<file path="src/include/link_config.svh">
// Single clock only; far domain assumed on clk_i, depth must stay a power of two (2 slots here)
`ifndef LINK_CONFIG_SVH
`define LINK_CONFIG_SVH

// ************************************************************************
// Memory link widths
// ************************************************************************

// Request address bits
`define LINK_ADDR_W 16

// Read and write data bits
`define LINK_DATA_W 32

// ************************************************************************
// Crossing geometry
// ************************************************************************

// log2 of FIFO slots per crossing
`define LINK_LOG_DEPTH 1

// Flops per pointer synchronizer, at least 2
`define LINK_SYNC_STAGES 2

`endif

</file>
<file path="src/source/link_pkg.sv">
// Request word packs opcode in the MSB, then address, then write data; no bursts or IDs
`include "link_config.svh"

package link_pkg;

  // Request opcode
  typedef enum logic {
    OP_READ  = 1'b0,
    OP_WRITE = 1'b1
  } req_op_e;

  // Response code, AXI encoding
  typedef enum logic [1:0] {
    RESP_OKAY   = 2'b00,
    RESP_EXOKAY = 2'b01,
    RESP_SLVERR = 2'b10,
    RESP_DECERR = 2'b11
  } resp_e;

  typedef struct packed {
    req_op_e                 op;
    logic [`LINK_ADDR_W-1:0] addr;
    logic [`LINK_DATA_W-1:0] wdata;
  } req_t;

  typedef struct packed {
    resp_e                   code;
    logic [`LINK_DATA_W-1:0] rdata;
  } resp_t;

  // 1 + 16 + 32 and 2 + 32
  localparam int unsigned REQ_W  = $bits(req_t);
  localparam int unsigned RESP_W = $bits(resp_t);

endpackage

</file>
<file path="src/source/cdc_pkg.sv">
// Pointers carry one wrap bit above the slot index; Gray codes are only valid for such pointers
`include "link_config.svh"

package cdc_pkg;

  localparam int unsigned PTR_W = `LINK_LOG_DEPTH + 1;
  localparam int unsigned DEPTH = 1 << `LINK_LOG_DEPTH;

  // Slot index in the low bits, wrap flag on top
  typedef logic [PTR_W-1:0] ptr_t;

  // ************************************************************************
  // Gray conversion
  // ************************************************************************

  function automatic ptr_t bin_to_gray(ptr_t bin);
    return bin ^ (bin >> 1);
  endfunction

  function automatic ptr_t gray_to_bin(ptr_t gray);
    ptr_t bin;
    bin[PTR_W-1] = gray[PTR_W-1];
    // Each binary bit folds in all Gray bits above it
    for (int i = PTR_W - 2; i >= 0; i--) begin
      bin[i] = bin[i+1] ^ gray[i];
    end
    return bin;
  endfunction

endpackage

</file>
<file path="src/source/cdc_src_fifo.sv">
// Writer half only; a strobe while full is lost, and slots hold no reset value until written
`timescale 1ns/10ps
`include "link_config.svh"

module cdc_src_fifo (
  input  logic                                      clk_i,
  input  logic                                      rst_i,
  input  logic                                      wr_strobe_i,
  input  logic [link_pkg::REQ_W-1:0]                wr_data_i,
  output logic                                      full_o,
  output cdc_pkg::ptr_t                             wptr_o,
  output logic [cdc_pkg::DEPTH*link_pkg::REQ_W-1:0] data_o,
  input  cdc_pkg::ptr_t                             rptr_i
);
  import cdc_pkg::*;
  import link_pkg::*;

  ptr_t                       wptr_bin_q;
  ptr_t                       wptr_next;
  ptr_t                       rptr_sync_q [`LINK_SYNC_STAGES];
  ptr_t                       rptr_bin;
  ptr_t                       fill;
  logic                       push;
  logic [`LINK_LOG_DEPTH-1:0] wr_slot;

  // ************************************************************************
  // Read pointer synchronizer
  // ************************************************************************

  always_ff @(posedge clk_i) begin
    if (rst_i) begin
      for (int i = 0; i < `LINK_SYNC_STAGES; i++) begin
        rptr_sync_q[i] <= '0;
      end
    end else begin
      rptr_sync_q[0] <= rptr_i;
      for (int i = 1; i < `LINK_SYNC_STAGES; i++) begin
        rptr_sync_q[i] <= rptr_sync_q[i-1];
      end
    end
  end

  assign rptr_bin = gray_to_bin(rptr_sync_q[`LINK_SYNC_STAGES-1]);

  // Occupancy as seen from this side, pessimistic by the sync delay
  assign fill   = wptr_bin_q - rptr_bin;
  assign full_o = (fill == ptr_t'(DEPTH));

  // ************************************************************************
  // Write side
  // ************************************************************************

  assign push      = wr_strobe_i & ~full_o;
  assign wptr_next = wptr_bin_q + ptr_t'(1);
  assign wr_slot   = wptr_bin_q[`LINK_LOG_DEPTH-1:0];

  always_ff @(posedge clk_i) begin
    if (rst_i) begin
      wptr_bin_q <= '0;
      wptr_o     <= '0;
    end else if (push) begin
      wptr_bin_q <= wptr_next;
      wptr_o     <= bin_to_gray(wptr_next);
    end
  end

  // Slot is written on the same edge the pointer moves
  always_ff @(posedge clk_i) begin
    if (push) begin
      data_o[wr_slot*REQ_W +: REQ_W] <= wr_data_i;
    end
  end

  // A dropped strobe must leave the published pointer alone
  a_no_push_when_full: assert property (
    @(posedge clk_i) disable iff (rst_i)
    (wr_strobe_i && full_o) |=> $stable(wptr_o)
  );

  // Far side never reports reading past what was written
  a_fill_bounded: assert property (
    @(posedge clk_i) disable iff (rst_i)
    fill <= ptr_t'(DEPTH)
  );

endmodule

</file>
<file path="src/source/cdc_dst_fifo.sv">
// Reader half only; always pops when data is visible, so the consumer cannot stall it
`timescale 1ns/10ps
`include "link_config.svh"

module cdc_dst_fifo (
  input  logic                                       clk_i,
  input  logic                                       rst_i,
  input  cdc_pkg::ptr_t                              wptr_i,
  input  logic [cdc_pkg::DEPTH*link_pkg::RESP_W-1:0] data_i,
  output cdc_pkg::ptr_t                              rptr_o,
  output logic                                       rd_strobe_o,
  output logic [link_pkg::RESP_W-1:0]                rd_data_o
);
  import cdc_pkg::*;
  import link_pkg::*;

  ptr_t                       wptr_sync_q [`LINK_SYNC_STAGES];
  ptr_t                       wptr_sync;
  ptr_t                       rptr_bin_q;
  ptr_t                       rptr_next;
  logic                       pop;
  logic [`LINK_LOG_DEPTH-1:0] rd_slot;

  // Write pointer synchronizer
  always_ff @(posedge clk_i) begin
    if (rst_i) begin
      for (int i = 0; i < `LINK_SYNC_STAGES; i++) begin
        wptr_sync_q[i] <= '0;
      end
    end else begin
      wptr_sync_q[0] <= wptr_i;
      for (int i = 1; i < `LINK_SYNC_STAGES; i++) begin
        wptr_sync_q[i] <= wptr_sync_q[i-1];
      end
    end
  end

  assign wptr_sync = wptr_sync_q[`LINK_SYNC_STAGES-1];

  // Gray pointers compare directly, no conversion needed for empty
  assign pop       = (wptr_sync != rptr_o);
  assign rptr_next = rptr_bin_q + ptr_t'(1);
  assign rd_slot   = rptr_bin_q[`LINK_LOG_DEPTH-1:0];

  always_ff @(posedge clk_i) begin
    if (rst_i) begin
      rptr_bin_q  <= '0;
      rptr_o      <= '0;
      rd_strobe_o <= 1'b0;
    end else begin
      rd_strobe_o <= pop;
      if (pop) begin
        rptr_bin_q <= rptr_next;
        rptr_o     <= bin_to_gray(rptr_next);
      end
    end
  end

  always_ff @(posedge clk_i) begin
    if (pop) begin
      rd_data_o <= data_i[rd_slot*RESP_W +: RESP_W];
    end
  end

  // Writer on the far side must step its Gray pointer one bit at a time
  a_gray_step: assert property (
    @(posedge clk_i) disable iff (rst_i)
    $countones(wptr_sync ^ $past(wptr_sync)) <= 1
  );

endmodule

</file>
<file path="src/source/link_port.sv">
// One master port; requests dropped while full are only flagged, never retried
`timescale 1ns/10ps
`include "link_config.svh"

module link_port (
  input  logic                                       clk_i,
  input  logic                                       rst_i,
  input  logic                                       req_strobe_i,
  input  link_pkg::req_op_e                          req_op_i,
  input  logic [`LINK_ADDR_W-1:0]                    req_addr_i,
  input  logic [`LINK_DATA_W-1:0]                    req_wdata_i,
  output logic                                       req_drop_o,
  output cdc_pkg::ptr_t                              req_wptr_o,
  output logic [cdc_pkg::DEPTH*link_pkg::REQ_W-1:0]  req_data_o,
  input  cdc_pkg::ptr_t                              req_rptr_i,
  input  cdc_pkg::ptr_t                              resp_wptr_i,
  input  logic [cdc_pkg::DEPTH*link_pkg::RESP_W-1:0] resp_data_i,
  output cdc_pkg::ptr_t                              resp_rptr_o,
  output logic                                       resp_strobe_o,
  output link_pkg::resp_e                            resp_code_o,
  output logic [`LINK_DATA_W-1:0]                    resp_rdata_o,
  output logic [7:0]                                 err_cnt_o
);
  import link_pkg::*;

  req_t              req_word;
  resp_t             resp_word;
  logic [RESP_W-1:0] resp_raw;
  logic              req_full;
  logic              err_hit;

  // ************************************************************************
  // Request path
  // ************************************************************************

  assign req_word.op    = req_op_i;
  assign req_word.addr  = req_addr_i;
  assign req_word.wdata = req_wdata_i;

  assign req_drop_o = req_strobe_i & req_full;

  cdc_src_fifo req_fifo (
    .clk_i       (clk_i),
    .rst_i       (rst_i),
    .wr_strobe_i (req_strobe_i),
    .wr_data_i   (req_word),
    .full_o      (req_full),
    .wptr_o      (req_wptr_o),
    .data_o      (req_data_o),
    .rptr_i      (req_rptr_i)
  );

  // ************************************************************************
  // Response path
  // ************************************************************************

  cdc_dst_fifo resp_fifo (
    .clk_i       (clk_i),
    .rst_i       (rst_i),
    .wptr_i      (resp_wptr_i),
    .data_i      (resp_data_i),
    .rptr_o      (resp_rptr_o),
    .rd_strobe_o (resp_strobe_o),
    .rd_data_o   (resp_raw)
  );

  assign resp_word    = resp_t'(resp_raw);
  assign resp_code_o  = resp_word.code;
  assign resp_rdata_o = resp_word.rdata;

  // Saturating error count, lags the strobe by one edge
  assign err_hit = resp_strobe_o && (resp_code_o inside {RESP_SLVERR, RESP_DECERR});

  always_ff @(posedge clk_i) begin
    if (rst_i) begin
      err_cnt_o <= '0;
    end else if (err_hit && (err_cnt_o != 8'hff)) begin
      err_cnt_o <= err_cnt_o + 8'd1;
    end
  end

  // Far side must only ever send a defined code
  a_resp_code_legal: assert property (
    @(posedge clk_i) disable iff (rst_i)
    resp_strobe_o |-> (resp_code_o inside {RESP_OKAY, RESP_EXOKAY, RESP_SLVERR, RESP_DECERR})
  );

endmodule

</file>
<file path="src/source/link_wrap.sv">
// Both ports share clk_i and rst_i; far-side pointers must belong to the matching port
`timescale 1ns/10ps
`include "link_config.svh"

module link_wrap (
  input  logic                                       clk_i,
  input  logic                                       rst_i,
  // Main port
  input  logic                                       main_req_strobe_i,
  input  link_pkg::req_op_e                          main_req_op_i,
  input  logic [`LINK_ADDR_W-1:0]                    main_req_addr_i,
  input  logic [`LINK_DATA_W-1:0]                    main_req_wdata_i,
  output logic                                       main_req_drop_o,
  output cdc_pkg::ptr_t                              main_req_wptr_o,
  output logic [cdc_pkg::DEPTH*link_pkg::REQ_W-1:0]  main_req_data_o,
  input  cdc_pkg::ptr_t                              main_req_rptr_i,
  input  cdc_pkg::ptr_t                              main_resp_wptr_i,
  input  logic [cdc_pkg::DEPTH*link_pkg::RESP_W-1:0] main_resp_data_i,
  output cdc_pkg::ptr_t                              main_resp_rptr_o,
  output logic                                       main_resp_strobe_o,
  output link_pkg::resp_e                            main_resp_code_o,
  output logic [`LINK_DATA_W-1:0]                    main_resp_rdata_o,
  output logic [7:0]                                 main_err_cnt_o,
  // CFI port
  input  logic                                       cfi_req_strobe_i,
  input  link_pkg::req_op_e                          cfi_req_op_i,
  input  logic [`LINK_ADDR_W-1:0]                    cfi_req_addr_i,
  input  logic [`LINK_DATA_W-1:0]                    cfi_req_wdata_i,
  output logic                                       cfi_req_drop_o,
  output cdc_pkg::ptr_t                              cfi_req_wptr_o,
  output logic [cdc_pkg::DEPTH*link_pkg::REQ_W-1:0]  cfi_req_data_o,
  input  cdc_pkg::ptr_t                              cfi_req_rptr_i,
  input  cdc_pkg::ptr_t                              cfi_resp_wptr_i,
  input  logic [cdc_pkg::DEPTH*link_pkg::RESP_W-1:0] cfi_resp_data_i,
  output cdc_pkg::ptr_t                              cfi_resp_rptr_o,
  output logic                                       cfi_resp_strobe_o,
  output link_pkg::resp_e                            cfi_resp_code_o,
  output logic [`LINK_DATA_W-1:0]                    cfi_resp_rdata_o,
  output logic [7:0]                                 cfi_err_cnt_o
);

  link_port main_port (
    .clk_i         (clk_i),
    .rst_i         (rst_i),
    .req_strobe_i  (main_req_strobe_i),
    .req_op_i      (main_req_op_i),
    .req_addr_i    (main_req_addr_i),
    .req_wdata_i   (main_req_wdata_i),
    .req_drop_o    (main_req_drop_o),
    .req_wptr_o    (main_req_wptr_o),
    .req_data_o    (main_req_data_o),
    .req_rptr_i    (main_req_rptr_i),
    .resp_wptr_i   (main_resp_wptr_i),
    .resp_data_i   (main_resp_data_i),
    .resp_rptr_o   (main_resp_rptr_o),
    .resp_strobe_o (main_resp_strobe_o),
    .resp_code_o   (main_resp_code_o),
    .resp_rdata_o  (main_resp_rdata_o),
    .err_cnt_o     (main_err_cnt_o)
  );

  // Each crossing takes its own read pointer back
  link_port cfi_port (
    .clk_i         (clk_i),
    .rst_i         (rst_i),
    .req_strobe_i  (cfi_req_strobe_i),
    .req_op_i      (cfi_req_op_i),
    .req_addr_i    (cfi_req_addr_i),
    .req_wdata_i   (cfi_req_wdata_i),
    .req_drop_o    (cfi_req_drop_o),
    .req_wptr_o    (cfi_req_wptr_o),
    .req_data_o    (cfi_req_data_o),
    .req_rptr_i    (cfi_req_rptr_i),
    .resp_wptr_i   (cfi_resp_wptr_i),
    .resp_data_i   (cfi_resp_data_i),
    .resp_rptr_o   (cfi_resp_rptr_o),
    .resp_strobe_o (cfi_resp_strobe_o),
    .resp_code_o   (cfi_resp_code_o),
    .resp_rdata_o  (cfi_resp_rdata_o),
    .err_cnt_o     (cfi_err_cnt_o)
  );

endmodule

</file>
<file path="config.mk">
export PLATFORM = sky130hd
export DESIGN_NAME = link_wrap
export DESIGN_NICKNAME = d
export VERILOG_FILES = /design/src/source/link_pkg.sv /design/src/source/cdc_pkg.sv /design/src/source/cdc_src_fifo.sv /design/src/source/cdc_dst_fifo.sv /design/src/source/link_port.sv /design/src/source/link_wrap.sv
export VERILOG_INCLUDE_DIRS = /design/src /design/src/include
export SDC_FILE = /design/constraint.sdc
export NUM_CORES = 1
export LEC_CHECK = 0
export ABC_AREA = 1
export BUFFER_PORTS_ARGS = -buffer_cell sky130_fd_sc_hd__buf_2
export CAP_MARGIN = 25
export CORE_AREA = 2 2 206 208
export DETAILED_ROUTE_END_ITERATION = 8
export DIE_AREA = 0 0 208 210
export HOLD_SLACK_MARGIN = 0.06
export PLACE_DENSITY = 0.52
export SYNTH_ARGS = -nofsm -noshare
export SYNTH_HDL_FRONTEND = slang
export SYNTH_SLANG_ARGS = --single-unit
</file>
<file path="constraint.sdc">
create_clock -name clk_i -period 7.7 [get_ports clk_i]
set_input_delay 0.385 -clock clk_i [delete_from_list [all_inputs] [get_ports clk_i]]
set_output_delay 0.385 -clock clk_i [all_outputs]
set_load 0.05 [all_outputs]
</file>
==> results of run 1 <==
## routing by layer
| layer | up-vias | wire length (um) |
|---|---|---|
| li1 | 4729 | - |
| met2 | 396 | 16800 |
| met3 | 54 | 3490 |
| met5 | - | 17 |
| met4 | 2 | 759 |
| met1 | 4313 | 13100 |
## final cells by class
cell class | count | area [sq um] | share of cell area, %
multi-input cells | 580 | 2360 | 14.0
diodes | 5 | 12.5 | 0.0742
repair buffers | 557 | 2950 | 17.5
clock inverters | 16 | 82.6 | 0.490
inverters | 247 | 927 | 5.50
clock buffers | 48 | 988 | 5.86
well taps | 539 | 674 | 4.00
flip-flops and latches | 310 | 8860 | 52.5
## registers in the layout, indices dropped and copies added (netlist names)
signal / count
cfi_port.req_fifo.wptr_o: 2
main_port.req_fifo.wptr_o: 2
cfi_port.resp_fifo.wptr_sync_q: 4
main_port.resp_fifo.rptr_bin_q: 2
cfi_port.resp_fifo.rptr_bin_q: 1
main_port.resp_fifo.rd_strobe_o: 1
cfi_port.req_fifo.rptr_sync_q: 4
main_port.resp_fifo.rptr_o: 1
cfi_port.req_fifo.wptr_bin_q: 1
main_port.err_cnt_o: 8
main_port.req_fifo.wptr_bin_q: 1
cfi_port.resp_fifo.rd_data_o: 34
main_port.resp_fifo.wptr_sync_q: 4
main_port.req_fifo.rptr_sync_q: 4
cfi_port.req_fifo.data_o: 98
cfi_port.resp_fifo.rd_strobe_o: 1
main_port.resp_fifo.rd_data_o: 34
cfi_port.err_cnt_o: 8
cfi_port.resp_fifo.rptr_o: 2
main_port.req_fifo.data_o: 98
## final timing paths
check / cells past startpoint / end / slack (ns)
setup / recovery: 6 / cfi_req_drop_o / 5.32
hold / removal: 3 / cfi_port.resp_fifo.rd_data_o[13] / 0.11
setup reg to reg: 8 / cfi_port.req_fifo.data_o[45] / 5.41
hold reg to reg: 2 / main_port.req_fifo.rptr_sync_q[0][2] / 0.40
## cells by family (layout without fill, tap and decap cells)
family          Yosys count  after routing  share of synthesized area (%)
compound gates           26             26                           1.05
simple gates            542            542                           17.1
flops                   310            310                           71.7
other cells               0              5                              0
buf+inv                 291            868                           9.27
xor+xnor                 10             10                          0.710
fa+ha+maj                 2              2                          0.203
## metrics by stage
stage          area [sq um]  hold slack [ns]  instances  power (W)
2_1_floorplan         12300            0.388       1181    0.00339
3_3_place_gp          15600            0.392       2219    0.00379
3_5_place_dp          15600            0.393       2221    0.00381
4_1_cts               16700           0.0680       2293    0.00540
5_1_grt               16900           0.0853       2301    0.00559
6_report              16900            0.112       2302    0.00534
## cell usage after synthesis (all sizes together)
cell	n	area share, %
a21oi	20	0.81
buf	35	1.5
clkbuf	9	0.27
clkinv	2	0.061
dfxtp	46	7.5
edfxtp	264	64
ha	2	0.20
inv	245	7.5
nand2	370	11
nand3	24	0.97
nor2	146	4.5
nor3	2	0.081
o21ai	6	0.24
xnor2	4	0.28
xor2	6	0.43
## worst max-delay path, cell delays in order (launching register included)
cell and delay, ns:
dfxtp_4 0.39, buf_16 0.32, nand2_1 0.12, nand3_1 0.12
nand2_2 0.10, nor2_1 0.09, buf_2 0.27
## where the power goes
group	leakage [nW]	internal, W	switching (W)
Sequential	2.88	0.00215	0.0000715
Combinational	5.14	0.000313	0.00124
Clock	0.521	0.000901	0.000664
Total	8.54	0.00336	0.00198
==> flow_summary.toml, run 1 <==
[finish]
area_growth_pct = 36.6
layout-drive-gt1-share_pct = 34.9
final_util_pct = 40.6
fillCellCount = 4167
fin_nets = 1980
final_cell_mix = "buf_2 (537), nand2_1 (362), edfxtp_1 (264)"
final_common_cell = "buf_2"

[yosys]
yosysSeqAreaShare_pct = 71.7
ys_ff_latch = 310
synth_cell_type_count = 21
netlist_instances = 1181
synth_warnings = 0
syn-num-nets = 1429
synthesis.area_sq_um = 12300
avgSynthCellArea_sq_um = 10.5

[grt]
grt_util_met1_pct = 17.5
busiest_layer = "met2"
grt_pass1_wl_um = 52100
grt_use_total_pct = 15.4
antenna_found_initial = 5
grt-ovfl-total = 0
grt.met3_usage_pct = 6.39
use_met2_pct = 26.3
grt_max_degree = 105
grt_pass1_vias = 9427

[clocking]
cts_hold_buffers = 8
insertion_delay_ns = 0.53
clockBufferDepth = 3
cts_sinks = 310
post_cts_buffers = 0
cts_resized = 0
cts_made_buffers = 36
htree_levels = 2
clkSlewWorstSetupHoldPaths_ns = 0.06
cts_root_buf = "clkbuf_16"
cts_tree = "built"

[power]
p_per_area_nw_per_um2 = 317
vdd_drop_max_mv = 0.194
p_leak_nw = 8.54

[route]
routed_wl_um = 34200
dr.pass1.iters = 5
drc = 0
drt_iter0_drc = 520
detail-route-antenna-nets = 0
via_count = 9494
vias_per_cell = 4.12
post_drt_wl_per_cell_um = 14.9

[die]
dieHeight_um = 210
start_util_pct = 29.8
core-area_sq_um = 41500
die_x_um = 208
rows = 75
io_pins = 538
die_area_sq_um = 43700

[placed_design]
dp_hpwl_um = 25500
port_buffers = 537
routabilityCongestion = 0.815
pre_cts_ws_ns = 4.95

[timing]
relSlewSlack_pct = 55.8
fmax_mhz = 420
hold_viol_final = 0
fin_ws_ns = 5.32
fin_crit_sh_pct = 30.9
setup_tns_ns = 0
setup-violations-final = 0
rsz0062_at_grt = "false"
drv_slew = 0
fin_skew_ns = 0.0168
post-route-min-period_ns = 2.38
worst-slew-pin-transition_ns = 0.662

[job]
cap_violations = 0

[critical_path]
worstPathRequired_ns = 7.32
worstPathMaxFanout = 100
cp-start-kind = "register"
critical_path.endpoint_type = "output pin"
crit_type = "register to output pin"
worstPathArrival_ns = 1.99
rr_startpoint = "cfi_port.req_fifo.wptr_bin_q[0]"
worstSetupStartpoint = "cfi_port.req_fifo.wptr_bin_q[0]"

[min_path]
holdCritStartpoint = "cfi_resp_data_i[13]"
hold_path.class = "input port to register"

[status]
status = "finished, final reports clean"
Power figures use the tool's default switching activity.
==> run 2: changes to the inputs <==
--- a/config.mk
+++ b/config.mk
@@ -13,7 +13,7 @@
 export DETAILED_ROUTE_END_ITERATION = 8
 export DIE_AREA = 0 0 208 210
 export HOLD_SLACK_MARGIN = 0.06
-export PLACE_DENSITY = 0.52
+export PLACE_DENSITY = 0.54
 export SYNTH_ARGS = -nofsm -noshare
 export SYNTH_HDL_FRONTEND = slang
 export SYNTH_SLANG_ARGS = --single-unit
==> constraint.sdc (replaced) <==
create_clock -name clk_i -period 2.1 [get_ports clk_i]
set_input_delay 0.105 -clock clk_i [delete_from_list [all_inputs] [get_ports clk_i]]
set_output_delay 0.105 -clock clk_i [all_outputs]
set_load 0.05 [all_outputs]
==> run 2 against run 1 <==
  * Power grew to 3.9 times the previous value
  * Worst setup slack worse by 5.1 ns
  * Design area is 14% higher
  * Clock skew is 0.0048 ns lower
  * Count of clock-buffer cells in the layout stayed put
  * Sequential cell count stayed put
  * Sequential share of layout area is 6.7 points lower
  * Die area stayed put
  * Cell count is 10% higher
  * Critical endpoint is now main_req_drop_o
==> flow_summary.toml, run 2 (synthesis results as in run 1) <==
[status]
status = "finished, final reports clean"

[die]
dieHeight_um = 210
rows = 75
die_area_sq_um = 43700
core-area_sq_um = 41500
die_x_um = 208
start_util_pct = 29.8
io_pins = 538

[critical_path]
worstPathArrival_ns = 1.75
r2r_setup_slack_ns = 0.31
critical_path.endpoint_type = "output pin"
crit_type = "register to output pin"
worstPathRequired_ns = 2.00
worstPathMaxFanout = 26
r2r-end = "main_port.req_fifo.data_o[89]"
crit_chain = "nand2_1 -> nand3_1 -> nand2_2 -> nor2_1 -> buf_2"
reg2reg_depth = 7
crit_path_top_delay_cell = "dfxtp_4"
cp-start-kind = "register"
rr_startpoint = "main_port.req_fifo.wptr_bin_q[0]"
worstSetupStartpoint = "main_port.req_fifo.wptr_bin_q[0]"
slowest_delay_ns = 0.52

[min_path]
whs_endpoint = "main_port.resp_fifo.wptr_sync_q[0][0]"
holdCritStartpoint = "main_resp_wptr_i[0]"
hold_path_depth = 4
hold_path.class = "input port to register"

[power]
vdd_drop_max_mv = 0.681
swShare_pct = 36.3
p_leak_nw = 9.57
seq_power_share_pct = 39.5
clkPwrFrac_pct = 28.8
p_int_w = 0.0131
p_per_area_nw_per_um2 = 1070
finalPower_w = 0.0206
p_sw_w = 0.00748
power.share.combinational_pct = 31.6

[placed_design]
dp_hpwl_um = 24700
port_buffers = 537
routabilityCongestion = 0.812

[clocking]
cts_resized = 0
cts_sinks = 310
cts_hold_buffers = 249
cts_root_buf = "clkbuf_16"
insertion_delay_ns = 0.54
clockBufferDepth = 3
cts_made_buffers = 35
cts_tree = "built"
clkSlewWorstSetupHoldPaths_ns = 0.06
htree_levels = 2
post_cts_buffers = 0

[finish]
fillCellCount = 3904
final_common_cell = "buf_2"
final_cell_mix = "buf_2 (537), nand2_1 (362), edfxtp_1 (264)"
area_growth_pct = 56.3
largestRegisters = "cfi_port.req_fifo.data_o (98), main_port.req_fifo.data_o (98)"
layout-drive-gt1-share_pct = 31.1
fin_nets = 2223

[timing]
rsz0062_at_grt = "false"
setup_tns_ns = 0
fin_skew_ns = 0.0120
hold_viol_final = 0
worst-slew-pin-transition_ns = 1.00
drv_slew = 0
post-route-min-period_ns = 1.86
setup-violations-final = 0
fmax_mhz = 538
relSlewSlack_pct = 33.1
fin_crit_sh_pct = 88.5

[grt]
grt_use_total_pct = 16.0
grt_pass1_wl_um = 55400
grt_max_degree = 99
grt_pass1_vias = 10536
antenna_found_initial = 2
grt-ovfl-total = 0

[route]
via_count = 10565
dr.pass1.iters = 5
drc = 0
drt_iter0_drc = 616
routed_wl_um = 36300
post_drt_wl_per_cell_um = 14.3
vias_per_cell = 4.16
detail-route-antenna-nets = 0

[job]
cap_violations = 0
run 2: cell types whose count changed in the layout (fill, tap and decap cells not counted), sizes merged:
cell         previous run  this run
buf                   549       552
bufinv                  0         1
clkinv                 17        12
clkinvlp                1         5
diode                   5         2
dlygate4sd3             8       249
inv                   245       244
run 2: worst max-delay path: cells and delay by family (launching register included):
family / cells / cell delay [ns]
flip-flops: 1 / 0.52
AND/OR/NAND/NOR: 4 / 0.42
buffers and inverters: 1 / 0.28
run 2: worst max path at each step:
stage               cells past startpoint  slack [ns]                             to
finish                                  5        0.24                main_req_drop_o
global route                            5        0.09                main_req_drop_o
CTS                                     5        0.17                main_req_drop_o
detailed placement                      7        0.31  main_port.req_fifo.data_o[52]
global placement                        7        0.33  main_port.req_fifo.data_o[82]
floorplan                               5        0.02   cfi_port.resp_fifo.rptr_o[1]
run 2: area by class of cell:
class | count | area (sq um) | area share [%]
multi-input cells | 580 | 2360 | 12.3
well taps | 539 | 674 | 3.50
inverters | 247 | 935 | 4.84
flip-flops and latches | 310 | 8860 | 45.9
clock buffers | 48 | 987 | 5.12
clock inverters | 15 | 119 | 0.616
repair buffers | 801 | 5360 | 27.8
diodes | 2 | 5.00 | 0.0259
run 2: metal layers:
metal / GRT usage [%] / vias to the layer above / wire length (um)
li1: - / 5211 / -
met1: 17.9 / 4839 / 13800
met2: 28.5 / 452 / 18300
met3: 4.90 / 63 / 3180
met4: 6.41 / 0 / 1080
met5: 0 / - / 0
run 2: power by group through the flow:
stage	clock (W)	sequential (W)	combinational, W
floorplan	0	0.0111	0.00138
global placement	0	0.00824	0.00573
detailed placement	0	0.00826	0.00577
CTS	0.00615	0.00815	0.00653
global route	0.00637	0.00823	0.00692
finish	0.00593	0.00814	0.00652
run 2: per-stage QoR:
| stage | utilization, % | setup WS, ns | hold WS [ns] | instances | area [sq um] |
|---|---|---|---|---|---|
| 2_1_floorplan | - | 0.0219 | 0.212 | 1181 | 12400 |
| 3_3_place_gp | 37.8 | 0.328 | 0.309 | 2228 | 15700 |
| 3_5_place_dp | 37.8 | 0.308 | 0.317 | 2228 | 15700 |
| 4_1_cts | 46.5 | 0.169 | 0.272 | 2540 | 19300 |
| 5_1_grt | 46.5 | 0.0906 | 0.306 | 2542 | 19300 |
| 6_report | 46.5 | 0.241 | 0.313 | 2542 | 19300 |
==> run 3: changes to the inputs <==
--- a/config.mk
+++ b/config.mk
@@ -13,7 +13,7 @@
 export DETAILED_ROUTE_END_ITERATION = 8
 export DIE_AREA = 0 0 208 210
 export HOLD_SLACK_MARGIN = 0.06
-export PLACE_DENSITY = 0.54
+export PLACE_DENSITY_LB_ADDON = 0.25
 export SYNTH_ARGS = -nofsm -noshare
 export SYNTH_HDL_FRONTEND = slang
 export SYNTH_SLANG_ARGS = --single-unit
==> run 3 against run 2 <==
  * Global-route usage is essentially flat
  * Sequential share of layout area shrank 0.17 points
  * Cell count unchanged
  * Design area increased by 0.38%
  * Count of clock-buffer cells in the layout rose by 2
==> flow_summary.toml, run 3 (synthesis results as in run 1) <==
[status]
status = "finished, final reports clean"

[clocking]
clkSlewWorstSetupHoldPaths_ns = 0.06
post_cts_buffers = 0
htree_levels = 2
cts_made_buffers = 36
insertion_delay_ns = 0.53
clockBufferDepth = 3
cts_sinks = 310
cts_root_buf = "clkbuf_16"
cts_tree = "built"

[timing]
rsz0062_at_grt = "false"
fin_skew_ns = 0.00657
setup_tns_ns = 0
relSlewSlack_pct = 34.8
fin_crit_sh_pct = 91.4
post-route-min-period_ns = 1.92
setup-violations-final = 0
drv_slew = 0
worst-slew-pin-transition_ns = 0.977
hold_viol_final = 0
fmax_mhz = 521

[grt]
grt_pass1_vias = 10654
grt_use_total_pct = 16.0
grt_pass1_wl_um = 55200
grt-ovfl-total = 0
antenna_found_initial = 1
grt_max_degree = 100

[critical_path]
reg2reg_depth = 5
cp-start-kind = "register"
crit_type = "register to register"
critical_path.endpoint_type = "register"
crit_buf_inv = 3
crit_path_top_delay_cell = "dlygate4sd3_1"
slowest_delay_ns = 0.56
r2r-end = "cfi_port.resp_fifo.rd_data_o[10]"
worstPathRequired_ns = 2.37
worstPathMaxFanout = 23
rr_startpoint = "cfi_port.resp_fifo.rptr_bin_q[0]"
crit_chain = "clkinv_1 -> buf_4 -> nand2_1 -> nand2_1 -> dlygate4sd3_1"
crit_top_cell = "nand2_1"
worstPathArrival_ns = 2.19
r2r_setup_slack_ns = 0.18
cp_top_family = "buffers and inverters"

[power]
finalPower_w = 0.0208
p_per_area_nw_per_um2 = 1080
vdd_drop_max_mv = 0.737
p_leak_nw = 9.60

[route]
detail-route-antenna-nets = 0
post_drt_wl_per_cell_um = 14.2
routed_wl_um = 36100
drc = 0
drt_iter0_drc = 465
dr.pass1.iters = 5
via_count = 10629
vias_per_cell = 4.18

[finish]
seqCellArea_sq_um = 8860
fillCellCount = 3797
layout-drive-gt1-share_pct = 31.1
diodes = 0
fin_nets = 2225
final_common_cell = "buf_2"
final_cell_mix = "buf_2 (537), nand2_1 (362), edfxtp_1 (264)"
area_growth_pct = 56.9
largestRegisters = "cfi_port.req_fifo.data_o (98), main_port.req_fifo.data_o (98)"
multi_input_area_sq_um = 2360

[placed_design]
port_buffers = 537
routabilityCongestion = 0.804
dp_hpwl_um = 25200

[min_path]
hold_path.class = "input port to register"
whs_endpoint = "cfi_port.resp_fifo.wptr_sync_q[0][1]"
holdCritStartpoint = "cfi_resp_wptr_i[1]"
hold_path_depth = 4

[die]
die_x_um = 208
dieHeight_um = 210
io_pins = 538
die_area_sq_um = 43700
start_util_pct = 29.8
rows = 75
core-area_sq_um = 41500

[job]
cap_violations = 0
[run 3: layout make-up]
type / count / share of cell area [%]
clock buffers: 50 / 5.19
flip-flops and latches: 310 / 45.7
repair buffers: 802 / 27.8
clock inverters: 14 / 0.782
inverters: 247 / 4.83
well taps: 539 / 3.48
multi-input cells: 580 / 12.2
[run 3: worst max path at each step]
stage / startpoint / endpoint / slack [ns] / cells after the start
6_report: cfi_port.resp_fifo.rptr_bin_q[0] / cfi_port.resp_fifo.rd_data_o[10] / 0.18 / 5
4_1_cts: cfi_port.resp_fifo.rptr_bin_q[0] / cfi_port.resp_fifo.rd_data_o[21] / 0.17 / 5
3_3_place_gp: cfi_port.req_fifo.wptr_o[1] / cfi_port.req_fifo.data_o[45] / 0.36 / 7
3_5_place_dp: cfi_port.req_fifo.wptr_o[1] / cfi_port.req_fifo.data_o[30] / 0.32 / 7
5_1_grt: cfi_port.resp_fifo.rptr_bin_q[0] / cfi_port.resp_fifo.rd_data_o[21] / 0.01 / 5
2_1_floorplan: cfi_port.resp_fifo.rptr_o[0] / cfi_port.resp_fifo.rptr_o[1] / 0.02 / 5
[run 3: timing repair]
item                                   in CTS  in global routing
resized for setup                           0                  0
endpoints found under the hold margin     281                  0
hold buffers                              247                  0
[run 3: per-layer routing]
layer,global-route usage (%),up-vias,share of wire [%]
li1,-,5218,-
met1,17.6,4898,38
met2,28.8,429,50
met3,5.15,82,8.2
met4,6.26,2,3.6
met5,0,-,0.030
[run 3: where the power goes]
group          internal [W]  total, W  switching (W)
Sequential          0.00787   0.00814       0.000267
Clock               0.00372   0.00617        0.00245
Combinational       0.00181   0.00651        0.00470
Total                0.0134    0.0208        0.00742
[run 3: worst reg2reg max path: stages, from the launching register on]
cell	delay, ns
dfxtp_1	0.32
clkinv_1	0.29
buf_4	0.34
nand2_1	0.10
nand2_1	0.05
dlygate4sd3_1	0.56
[run 3: per-stage QoR]
stage / std cells / utilization [%] / setup slack, ns / cell area, sq um / hold slack [ns]
floorplan: 1181 / - / 0.0219 / 12400 / 0.212
global placement: 2231 / 37.9 / 0.359 / 15700 / 0.311
detailed placement: 2231 / 37.9 / 0.320 / 15700 / 0.315
CTS: 2542 / 46.7 / 0.168 / 19400 / 0.272
global route: 2542 / 46.7 / 0.0128 / 19400 / 0.318
finish: 2542 / 46.7 / 0.181 / 19400 / 0.315
